`config.mk`:
```
export PLATFORM = sky130hd
export DESIGN_NAME = top_mdio_slave
export DESIGN_NICKNAME = d
export VERILOG_FILES = /design/src/common/mdio_pkg.sv /design/src/mdio_slave/mdio_slave.sv /design/src/source/mdio_reg_file.sv /design/src/source/top_mdio_slave.sv
export VERILOG_INCLUDE_DIRS = /design/src /design/src/common
export SDC_FILE = /design/constraint.sdc
export NUM_CORES = 1
export LEC_CHECK = 0
export BUFFER_PORTS_ARGS = -buffer_cell sky130_fd_sc_hd__buf_2
export CAP_MARGIN = 20
export CORE_MARGIN = 3
export CORE_UTILIZATION = 60
export DETAILED_ROUTE_END_ITERATION = 12
export GPL_TIMING_DRIVEN = 0
export PLACE_DENSITY_LB_ADDON = 0.08
export SLEW_MARGIN = 30
export SYNTH_ARGS = -nofsm -noshare
export SYNTH_HDL_FRONTEND = slang
export SYNTH_SLANG_ARGS = --single-unit
```
`constraint.sdc`:
```
create_clock -name mdc -period 19.3 [get_ports mdc]
set_clock_uncertainty 0.2 [all_clocks]
set_input_delay 2.895 -clock mdc [delete_from_list [all_inputs] [get_ports mdc]]
set_output_delay 2.895 -clock mdc [all_outputs]
set_load 0.03 [all_outputs]
```
`src/common/mdio_consts.svh`:
```
// ---------------------------------------------------------------------------
// Constants for the clause 22 MDIO slave
//   frame field lengths, register count,
//   identifier values and register defaults
// ---------------------------------------------------------------------------

`ifndef MDIO_CONSTS_SVH
`define MDIO_CONSTS_SVH

// Frame fields, in bits
`define MDIO_PREAMBLE_LEN 32   // Minimum run of ones
`define MDIO_ADDR_BITS    5    // PHY and register address
`define MDIO_DATA_BITS    16   // Data field

// Register file
`define MDIO_NUM_REGS     32

// Identifier registers 2 and 3, read only
`define MDIO_PHY_ID1      16'h2a5c
`define MDIO_PHY_ID2      16'h3e91

// Control register default, bit 15 (soft reset) clear
`define MDIO_CTRL_DEFAULT 16'h1140

`endif

```
`src/common/mdio_pkg.sv`:
```
// ---------------------------------------------------------------------------
// Shared types for the clause 22 MDIO management slave
//   mdio_addr_t      PHY or register address
//   mdio_word_t      register value
//   mdio_op_t        frame opcode
//   mdio_reg_req_t   request from frame decoder to register file
// ---------------------------------------------------------------------------

`include "mdio_consts.svh"

package mdio_pkg;

   // Field types
   typedef logic [`MDIO_ADDR_BITS-1:0] mdio_addr_t;   // PHY / register address
   typedef logic [`MDIO_DATA_BITS-1:0] mdio_word_t;   // Register contents

   // Clause 22 opcodes, first bit on the wire is the MSB
   typedef enum logic [1:0]
   {
      op_write = 2'b01,
      op_read  = 2'b10
   } mdio_op_t;

   // What the decoder presents to the register file
   typedef struct packed
   {
      mdio_addr_t addr;    // Register address
      mdio_word_t data;    // Write data, valid with reg_write
   } mdio_reg_req_t;

endpackage

```
`src/mdio_slave/mdio_slave.sv`:
```
// ---------------------------------------------------------------------------
// mdio_slave
//   Clause 22 frame decoder, follows the management frame on mdc
//   Captures PHY address, register address and write data
//   Strobes the register file and shifts read data out MSB first
// ---------------------------------------------------------------------------

`timescale 1ns/1ps

`include "mdio_consts.svh"

module mdio_slave
   import mdio_pkg::*;
(
   input  logic          mdc,
   input  logic          reset,
   input  logic          mdio,          // Sampled line
   input  mdio_addr_t    dev_addr,      // Strapped PHY address
   output mdio_reg_req_t reg_req,
   output logic          reg_read,
   output logic          reg_write,
   input  mdio_word_t    reg_rdata,
   output logic          mdio_data,
   output logic          mdio_enable
);

   // Bit counter compare points
   localparam logic [4:0] pre_last  = 5'(`MDIO_PREAMBLE_LEN - 1);
   localparam logic [4:0] op_last   = 5'd1;
   localparam logic [4:0] addr_last = 5'(`MDIO_ADDR_BITS - 1);
   localparam logic [4:0] data_last = 5'(`MDIO_DATA_BITS - 1);
   localparam logic [4:0] data_end  = 5'(`MDIO_DATA_BITS);   // Read drive done

   typedef enum logic [3:0]
   {
      st_wait,          // Idle, waiting for first preamble one
      st_preamble,      // Counting ones
      st_start,         // Second start bit
      st_opcode,
      st_phy_addr,
      st_reg_addr,
      st_turn,          // First turnaround bit
      st_turn_wr,       // Second turnaround bit, write only
      st_rd_load,       // Read strobe
      st_rd_data,       // Driving turnaround zero and data
      st_wr_data,
      st_wr_strobe      // Write strobe
   } state_t;

   state_t     state;
   logic [4:0] bit_cnt;       // Shared field counter
   mdio_op_t   op_q;          // Decoded opcode
   logic [1:0] op_bits;       // Opcode including current bit
   mdio_addr_t phy_q;         // Captured PHY address
   logic [`MDIO_DATA_BITS:0] out_shift;   // Turnaround zero + read data

   assign op_bits = {op_q[0], mdio};

   // ------------------------------------------------------------------------
   // Frame state machine
   // ------------------------------------------------------------------------
   always_ff @(posedge mdc or posedge reset)
   begin
      if (reset)
      begin
         state       <= st_wait;
         bit_cnt     <= '0;
         op_q        <= op_read;
         mdio_enable <= 1'b0;
      end
      else
      begin
         case (state)
            st_wait:
            begin
               bit_cnt <= '0;
               if (mdio)
                  state <= st_preamble;     // First one of preamble
            end
            st_preamble:
            begin
               if (mdio)
               begin
                  if (bit_cnt != pre_last)
                     bit_cnt <= bit_cnt + 5'd1;   // Saturate once long enough
               end
               else if (bit_cnt == pre_last)
                  state <= st_start;        // Zero is first start bit
               else
                  state <= st_wait;         // Short preamble
            end
            st_start:
            begin
               bit_cnt <= '0;
               state   <= mdio ? st_opcode : st_wait;
            end
            st_opcode:
            begin
               op_q <= mdio_op_t'(op_bits);
               if (bit_cnt != op_last)
                  bit_cnt <= bit_cnt + 5'd1;
               else
               begin
                  bit_cnt <= '0;
                  if (op_bits == op_read || op_bits == op_write)
                     state <= st_phy_addr;
                  else
                     state <= st_wait;      // 00 / 11 not clause 22
               end
            end
            st_phy_addr:
            begin
               if (bit_cnt != addr_last)
                  bit_cnt <= bit_cnt + 5'd1;
               else
               begin
                  bit_cnt <= '0;
                  state   <= st_reg_addr;
               end
            end
            st_reg_addr:
            begin
               if (bit_cnt != addr_last)
                  bit_cnt <= bit_cnt + 5'd1;
               else
               begin
                  bit_cnt <= '0;
                  // Not our address, drop the frame here
                  state   <= (phy_q == dev_addr) ? st_turn : st_wait;
               end
            end
            st_turn:
            begin
               if (!mdio)
                  state <= st_wait;         // Line must be high (released / driven 1)
               else if (op_q == op_read)
                  state <= st_rd_load;
               else
                  state <= st_turn_wr;
            end
            st_turn_wr:
               state <= mdio ? st_wait : st_wr_data;
            st_rd_load:
            begin
               mdio_enable <= 1'b1;         // Drive turnaround zero next
               bit_cnt     <= '0;
               state       <= st_rd_data;
            end
            st_rd_data:
            begin
               if (bit_cnt == data_end)
               begin
                  mdio_enable <= 1'b0;      // 17 cycles driven
                  state       <= st_wait;
               end
               else
                  bit_cnt <= bit_cnt + 5'd1;
            end
            st_wr_data:
            begin
               if (bit_cnt != data_last)
                  bit_cnt <= bit_cnt + 5'd1;
               else
                  state <= st_wr_strobe;    // Last data bit in
            end
            st_wr_strobe:
               state <= st_wait;
            default:
               state <= st_wait;
         endcase
      end
   end

   // ------------------------------------------------------------------------
   // Field shifters
   // ------------------------------------------------------------------------
   always_ff @(posedge mdc)
   begin
      if (state == st_phy_addr)
         phy_q <= {phy_q[`MDIO_ADDR_BITS-2:0], mdio};
      if (state == st_reg_addr)
         reg_req.addr <= {reg_req.addr[`MDIO_ADDR_BITS-2:0], mdio};
      if (state == st_wr_data)
         reg_req.data <= {reg_req.data[`MDIO_DATA_BITS-2:0], mdio};   // Held through strobe
   end

   // Read data, loaded with a leading zero for the turnaround bit
   always_ff @(posedge mdc)
   begin
      if (state == st_rd_load)
         out_shift <= {1'b0, reg_rdata};
      else if (state == st_rd_data)
         out_shift <= {out_shift[`MDIO_DATA_BITS-1:0], 1'b0};
   end

   assign mdio_data = out_shift[`MDIO_DATA_BITS];   // MSB first

   // Register file strobes, one cycle each
   assign reg_read  = (state == st_rd_load);
   assign reg_write = (state == st_wr_strobe);

   // ------------------------------------------------------------------------
   // Checks
   // ------------------------------------------------------------------------
   logic wr_frame;   // Inside a write frame past the opcode

   assign wr_frame = (op_q == op_write) &&
                     (state inside {st_phy_addr, st_reg_addr, st_turn, st_turn_wr,
                                    st_wr_data, st_wr_strobe});

   a_strobe_excl: assert property (@(posedge mdc) disable iff (reset)
      !(reg_read && reg_write));

   a_no_drive_on_write: assert property (@(posedge mdc) disable iff (reset)
      wr_frame |-> !mdio_enable);

endmodule

```
`src/source/mdio_reg_file.sv`:
```
// ---------------------------------------------------------------------------
// mdio_reg_file
//   32 x 16 management registers
//   Registers 2/3 read-only identifiers
//   Register 0 bit 15 self-clearing soft reset
// ---------------------------------------------------------------------------

`timescale 1ns/1ps

`include "mdio_consts.svh"

module mdio_reg_file
   import mdio_pkg::*;
(
   input  logic          mdc,
   input  logic          reset,
   input  mdio_reg_req_t reg_req,
   input  logic          reg_read,
   input  logic          reg_write,
   output mdio_word_t    reg_rdata
);

   localparam mdio_addr_t ctrl_addr = 5'd0;
   localparam mdio_addr_t id1_addr  = 5'd2;
   localparam mdio_addr_t id2_addr  = 5'd3;

   mdio_word_t regs [`MDIO_NUM_REGS];
   mdio_word_t rd_value;
   logic       soft_reset;
   logic       id_hit;        // Write target is an identifier

   assign soft_reset = reg_write && (reg_req.addr == ctrl_addr) && reg_req.data[15];
   assign id_hit     = (reg_req.addr == id1_addr) || (reg_req.addr == id2_addr);

   // ------------------------------------------------------------------------
   // Storage
   // ------------------------------------------------------------------------
   always_ff @(posedge mdc or posedge reset)
   begin
      if (reset)
      begin
         for (int i = 0; i < `MDIO_NUM_REGS; i++)
            regs[i] <= (i == 0) ? `MDIO_CTRL_DEFAULT : '0;
      end
      else if (soft_reset)
      begin
         // Defaults everywhere, bit 15 ends up clear
         for (int i = 0; i < `MDIO_NUM_REGS; i++)
            regs[i] <= (i == 0) ? `MDIO_CTRL_DEFAULT : '0;
      end
      else if (reg_write && !id_hit)
         regs[reg_req.addr] <= reg_req.data;
   end

   // Read mux, same cycle as reg_read
   always_comb
   begin
      rd_value = regs[reg_req.addr];
      if (reg_req.addr == id1_addr)
         rd_value = `MDIO_PHY_ID1;
      else if (reg_req.addr == id2_addr)
         rd_value = `MDIO_PHY_ID2;
   end

   assign reg_rdata = reg_read ? rd_value : '0;   // Idle bus at zero

   // ------------------------------------------------------------------------
   // Checks
   // ------------------------------------------------------------------------
   a_no_rw_overlap: assert property (@(posedge mdc) disable iff (reset)
      reg_read |-> !reg_write);

endmodule

```
`src/source/top_mdio_slave.sv`:
```
// ---------------------------------------------------------------------------
// top_mdio_slave
//   Clause 22 MDIO slave: frame decoder plus register file
//   Line is split into sampled input and data/enable outputs
// ---------------------------------------------------------------------------

`timescale 1ns/1ps

module top_mdio_slave
   import mdio_pkg::*;
(
   input  logic       mdc,
   input  logic       reset,
   input  logic       mdio,          // Line as seen at the pad
   input  mdio_addr_t dev_addr,      // Strapped PHY address
   output logic       mdio_data,     // Pad drive value
   output logic       mdio_enable    // Pad output enable
);

   // Decoder to register file
   mdio_reg_req_t reg_req;
   logic          reg_read;
   logic          reg_write;
   mdio_word_t    reg_rdata;

   mdio_slave mdio_slave_inst
   (
      .mdc         (mdc),
      .reset       (reset),
      .mdio        (mdio),
      .dev_addr    (dev_addr),
      .reg_req     (reg_req),
      .reg_read    (reg_read),
      .reg_write   (reg_write),
      .reg_rdata   (reg_rdata),
      .mdio_data   (mdio_data),
      .mdio_enable (mdio_enable)
   );

   mdio_reg_file mdio_reg_file_inst
   (
      .mdc         (mdc),
      .reset       (reset),
      .reg_req     (reg_req),
      .reg_read    (reg_read),
      .reg_write   (reg_write),
      .reg_rdata   (reg_rdata)
   );

endmodule

```
# Word-level counts from Yosys, hierarchy flattened
# Cells that the tools add are included.
[totals] register_bits=567 in_bits=8
[classes] add_sub_neg=1 order_cmp=2 eq_ne=34 n_mux=36 n_bitwise=1 reduce_logical=17
[op_table] op="two-way mux 512 bit" n=2
[op_table] op="bitwise mux 512 bit" n=1
[op_table] op="two-way mux 16 bit" n=7
[op_table] op="binary-select mux 16 bit (select 5 bit)" n=1
[op_table] op="demux 16 bit (select 5 bit)" n=1
[op_table] op="case mux 4 bit (11 select lines)" n=1
[op_table] op="two-way mux 4 bit" n=10
[op_table] op="two-way mux 5 bit" n=6
[op_table] op="case mux 5 bit (6 select lines)" n=1
[op_table] op="== test 4 x 3 -> 1 bit (second input constant)" n=4
[op_table] op="== test 4 bit (second input constant)" n=4
[op_table] op="inequality test 2 bit (second input constant)" n=8
[op_table] op="== test 5 x 2 -> 1 bit (second input constant)" n=2
[op_table] op="== test 5 bit (second input constant)" n=2
[op_table] op="== test 4 x 2 -> 1 bit (second input constant)" n=2
[op_table] op="AND reduction 7 bit" n=1
[op_table] op="greater-or-equal comparator 6 bit (second input constant)" n=1
[op_table] op="less-than comparator 6 x 1 -> 1 bit (second input constant)" n=1
[op_table] op="two-way mux 3 bit" n=2
[op_table] op="inequality test 2 x 1 -> 1 bit (second input constant)" n=3
[op_table] op="NOT 5 -> 6 bit" n=1
[op_table] op="nonzero test 6 bit" n=1
[op_table] op="adder 5 x 1 -> 5 bit (second input constant)" n=1
[op_table] op="== test 5 bit" n=1
[op_table] op="other kinds (20)" n=27

# Longest topological paths before layout
[depth] depth_word=8 ltp_mapped=10 ltp_nobuf=9

# Hierarchy
# From an unflattened synthesis, not the netlist that was laid out.
[unflattened] hier_cells=2213 area_unflattened_um2=25403.1
[by_module_without_submodules] module="mdio_reg_file" instances=1 cells_each=2037 area_per_inst_um2=22883.2 seq_area_each_um2=12766.0
[by_module_without_submodules] module="mdio_slave" instances=1 cells_each=176 area_per_inst_um2=2519.9 seq_area_each_um2=1582.8

# Worst setup path after synthesis
# OpenSTA, ideal clock, no wires.
[synth_path] kind="input-to-reg" start="in mdio" end="reg mdio_slave_inst.state[0]" setup_time_ps=125 arrival_ps=4219 setup_slack_ps=14756 path_stages=5 n_path_buf=1 path_cell_list="clkbuf_1 > or3_1 > o21a_1 > o311ai_1 > mux2_2"
[synth_between] elab_chain_cells=2
[synth_rtl] element="start, declared" line_no="top_mdio_slave.sv:14" text="input logic mdio,"
[synth_rtl] element="two-way mux 4 bit (tied with other cells)" line_no="mdio_slave.sv:134" text="if (!mdio)"
[synth_rtl] element="case mux 4 bit (11 select lines) or AND reduction 7 bit (tied branches)"
[synth_rtl] element="end signal, assigned" line_no="mdio_slave.sv:78" text="state <= st_preamble;"
[synth_rtl] element="end signal, assigned" line_no="mdio_slave.sv:135" text="state <= st_wait;"
[synth_rtl] element="end signal, assigned" line_no="mdio_slave.sv:137" text="state <= st_rd_load;"
[synth_rtl] element="end, declared" line_no="mdio_slave.sv:50" text="state_t state;"
# Parallel ways exist; a longest one is shown, timed or not.
# A chain may end at the register's enable or synchronous reset.

# Worst setup path in the final report
[layout_path] start="in mdio" end="reg mdio_slave_inst.state[1]"
[layout_between] elab_chain_cells=2
[layout_rtl] element="two-way mux 4 bit (tied with other cells)" line_no="mdio_slave.sv:142" text="state <= mdio ? st_wait : st_wr_data;"
[layout_rtl] element="case mux 4 bit (11 select lines) or AND reduction 7 bit (tied branches)"
[layout_rtl] element="end signal, assigned" line_no="mdio_slave.sv:78"
[layout_rtl] element="end signal, assigned" line_no="mdio_slave.sv:142"
[layout_rtl] element="end signal, assigned" line_no="mdio_slave.sv:147" text="state <= st_rd_data;"
# Parallel ways exist; a longest one is shown, timed or not.

==> key figures <==
Status
  – Status: completed

Power
  – Static Leak: 13.0 nW
  – Total Power: 2.37 mW
  – Worst VDD drop: 87.1 uV
  – Cell Pwr Density: 83.8 mW/mm^2

Global routing
  – GRT Util Overall: 0.409
  – Vias in the first global route: 19500
  – Largest net degree at the start of global routing: 95
  – Initial antenna violation count: 2
  – Total grt overflow: 0
  – Global-route wire length before repair: 132 mm

Drt
  – Antenna-violating nets left: 0
  – DR iter-0 viols: 2565
  – Drt pass-1 iters: 8
  – Routed wire length: 91.1 mm
  – DRC viols: 0
  – Routed WL per cell: 33.6 um
  – Via count: 19600
  – Via/cell ratio: 7.24

Worst setup path
  – CP Max Fanout: 9
  – CP max stage delay: 540 ps
  – Kind of critical path: input port to register
  – Critical path's slowest cell: o311ai_1
  – Worst EP required: 19600 ps
  – CP Capture Type: register
  – CP arrival: 4660 ps
  – CP cell instances: buf_2, clkbuf_1, or3_1, o21a_1, o311ai_1, mux2_2
  – Critical Path Source Type: input port

Die
  – Row cnt: 74
  – Die area: 0.0449 mm^2
  – Core area: 0.0414 mm^2
  – Die height: 212 um
  – Starting Density: 0.615
  – DIE WIDTH: 212 um
  – IO Pins: 10

Cells and area
  – Filler instances: 3038
  – Post-Layout Cell Count: 2709
  – Area grow syn2layout: 11.0%
  – Layout cells sized above 1: 0.158
  – Multi-input gate area: 0.0102 mm^2
  – Design Area, Final: 0.0283 mm^2
  – Area taken by flip-flops and latches: 0.0141 mm^2
  – Nets: 2141

Clock tree
  – CTS tree: built
  – Number of clock sinks: 557
  – Reg clk slew, reported paths: 60 ps
  – TritonCTS Buffers: 58
  – Clock Latency Late Sink: 630 ps
  – Post-CTS setup buffer count: 0
  – Htree depth: 2
  – Hold_buf cts: 0
  – Root buffer cell: clkbuf_16
  – Resize count post-CTS: 0
  – CTS max path bufs: 3

Synthesis
  – Post-synth top flop: dfrtp_1
  – Syn Nets: 2066
  – Syn Std Cell Area: 0.0255 mm^2
  – Asr flop ratio synth: 0.923
  – Register area share after synthesis: 0.556
  – Cells after Synth: 2053
  – Area share of the largest cell type after synthesis: 0.501
  – Count of state elements after synthesis: 557
  – Post-synthesis cell type count: 80
  – Post-synth EDFFs: 42
  – Top cells by area, synth: dfrtp_1 50%, a22o_1 13%, mux2i_1 8.9%
  – Post-synth top area cell: dfrtp_1
  – Avg Inst Size Synth: 12.4 um^2
  – Yosys warnings: 0

Job
  – Max capacitance violation total: 0

STA
  – Final hold slack: 254 ps
  – Finish-stage setup viols: 0
  – Fmax: 229 MHz
  – Final hold viol count: 0
  – Max Slew Vio Count: 0
  – Crit share post-route: 0.226
  – Setup tns final: 0 ps
  – RSZ-0062 raised after global routing: no
  – Slew margin rel.: 0.283
  – Min cycle time layout: 4360 ps
  – Worst slew pin tran: 1070 ps

Hold path
  – Hold crit path type: register to register

Place
  – Routability cong.: 1.01
  – PortBufs: 9
  – Dpl hpwl: 64.6 mm
  – DP Area: 0.0263 mm^2
  – Post-Place Cells: 2600
kinds of logic (layout without fill, tap and decap cells):
logic type      after synthesis  count (layout)  share of synthesized area
buf+inv                     226             348                     0.0451
simple gates                387             387                     0.0856
flops                       557             557                      0.556
mux                         263             263                      0.118
compound gates              609             609                      0.191
xor+xnor                      6               6                    0.00206
fa+ha+maj                     5               5                    0.00246
other cells                   0               2                          0
synth_stat cells, types with 31 or more instances:
master,instances
dfrtp_1,510
buf_2,110
nand3_1,31
nor2_1,103
edfxtp_1,42
a22o_1,383
mux2i_1,227
nor2b_1,32
o22ai_1,88
a21oi_1,45
nand2_1,74
clkbuf_1,59
metal layers:
layer | vias to the layer above | GRT usage | wire length [um]
met5 | - | 0 | 0
met4 | 0 | 0.259 | 7000
met3 | 360 | 0.112 | 10000
li1 | 7943 | - | -
met2 | 1325 | 0.602 | 39400
met1 | 9979 | 0.541 | 34600
critical path, delay by kind of cell:
kind | cells | cell delay (ps)
simple gates | 1 | 350
mux | 1 | 410
compound gates | 2 | 650
buf+inv | 2 | 350
flip-flops by register name, indices dropped and copies added, names as in the netlist:
name                         count
mdio_reg_file_inst.regs        502
mdio_slave_inst.reg_req         21
mdio_slave_inst.out_shift       17
mdio_slave_inst.bit_cnt          5
mdio_slave_inst.phy_q            5
mdio_slave_inst.state            4
mdio_slave_inst.op_q             2
mdio_slave_inst.mdio_enable      1
metrics by stage:
| step | util | setup WS [ps] |
|---|---|---|
| global route | 0.683 | 14840 |
| floorplan | - | 1860 |
| CTS | 0.682 | 14950 |
| detailed placement | 0.637 | 14320 |
| global placement | 0.632 | -3080 |
| finish | 0.683 | 14940 |
layout make-up:
type	count	area share
Inverter	17	0.00252
Clock buffer	85	0.0604
Sequential cell	557	0.501
Tap cell	532	0.0236
Timing Repair Buffer	15	0.00744
Clock inverter	22	0.00669
Multi-Input combinational cell	1270	0.360
Antenna cell	2	0.000177
Buffer	209	0.0384
report_power, final:
group | switching [mW] | internal (mW) | leakage [nW]
Sequential | 0.00506 | 1.18 | 7.50
Clock | 0.476 | 0.649 | 0.944
Combinational | 0.0386 | 0.0163 | 4.51
worst paths after layout:
kind | from | endpoint | slack, ps | cells past startpoint
setup reg to reg | mdio_slave_inst.reg_req[16] | mdio_slave_inst.out_shift[5] | 15130 | 9
hold / removal | mdio_slave_inst.out_shift[16] | mdio_slave_inst.out_shift[16] | 250 | 2
max in group asynchronous | reset | mdio_reg_file_inst.regs[454] | 15390 | 5
min in group asynchronous | reset | mdio_reg_file_inst.regs[331] | 2030 | 2
hold reg to reg | mdio_slave_inst.out_shift[16] | mdio_slave_inst.out_shift[16] | 250 | 2
setup / recovery | mdio | mdio_slave_inst.state[1] | 14940 | 6
layout by cell type, fill, tap and decap left out, types with 11 or more instances in the layout:
cell type / n
clkbuf_8: 11
nor3_1: 12
edfxtp_1: 42
a32o_1: 20
nor2b_1: 32
o22ai_1: 88
nor2_1: 102
nand3_1: 31
dfrtp_1: 510
buf_4: 27
buf_2: 119
mux4_2: 29
o21ai_0: 16
inv_1: 16
nor2_2: 19
clkbuf_1: 73
a22o_1: 383
mux2i_1: 227
nand2_1: 74
clkinv_2: 15
clkbuf_16: 60
a21oi_1: 45
nor4_1: 21
and2_1: 25
(Power assumes the default switching activity.)
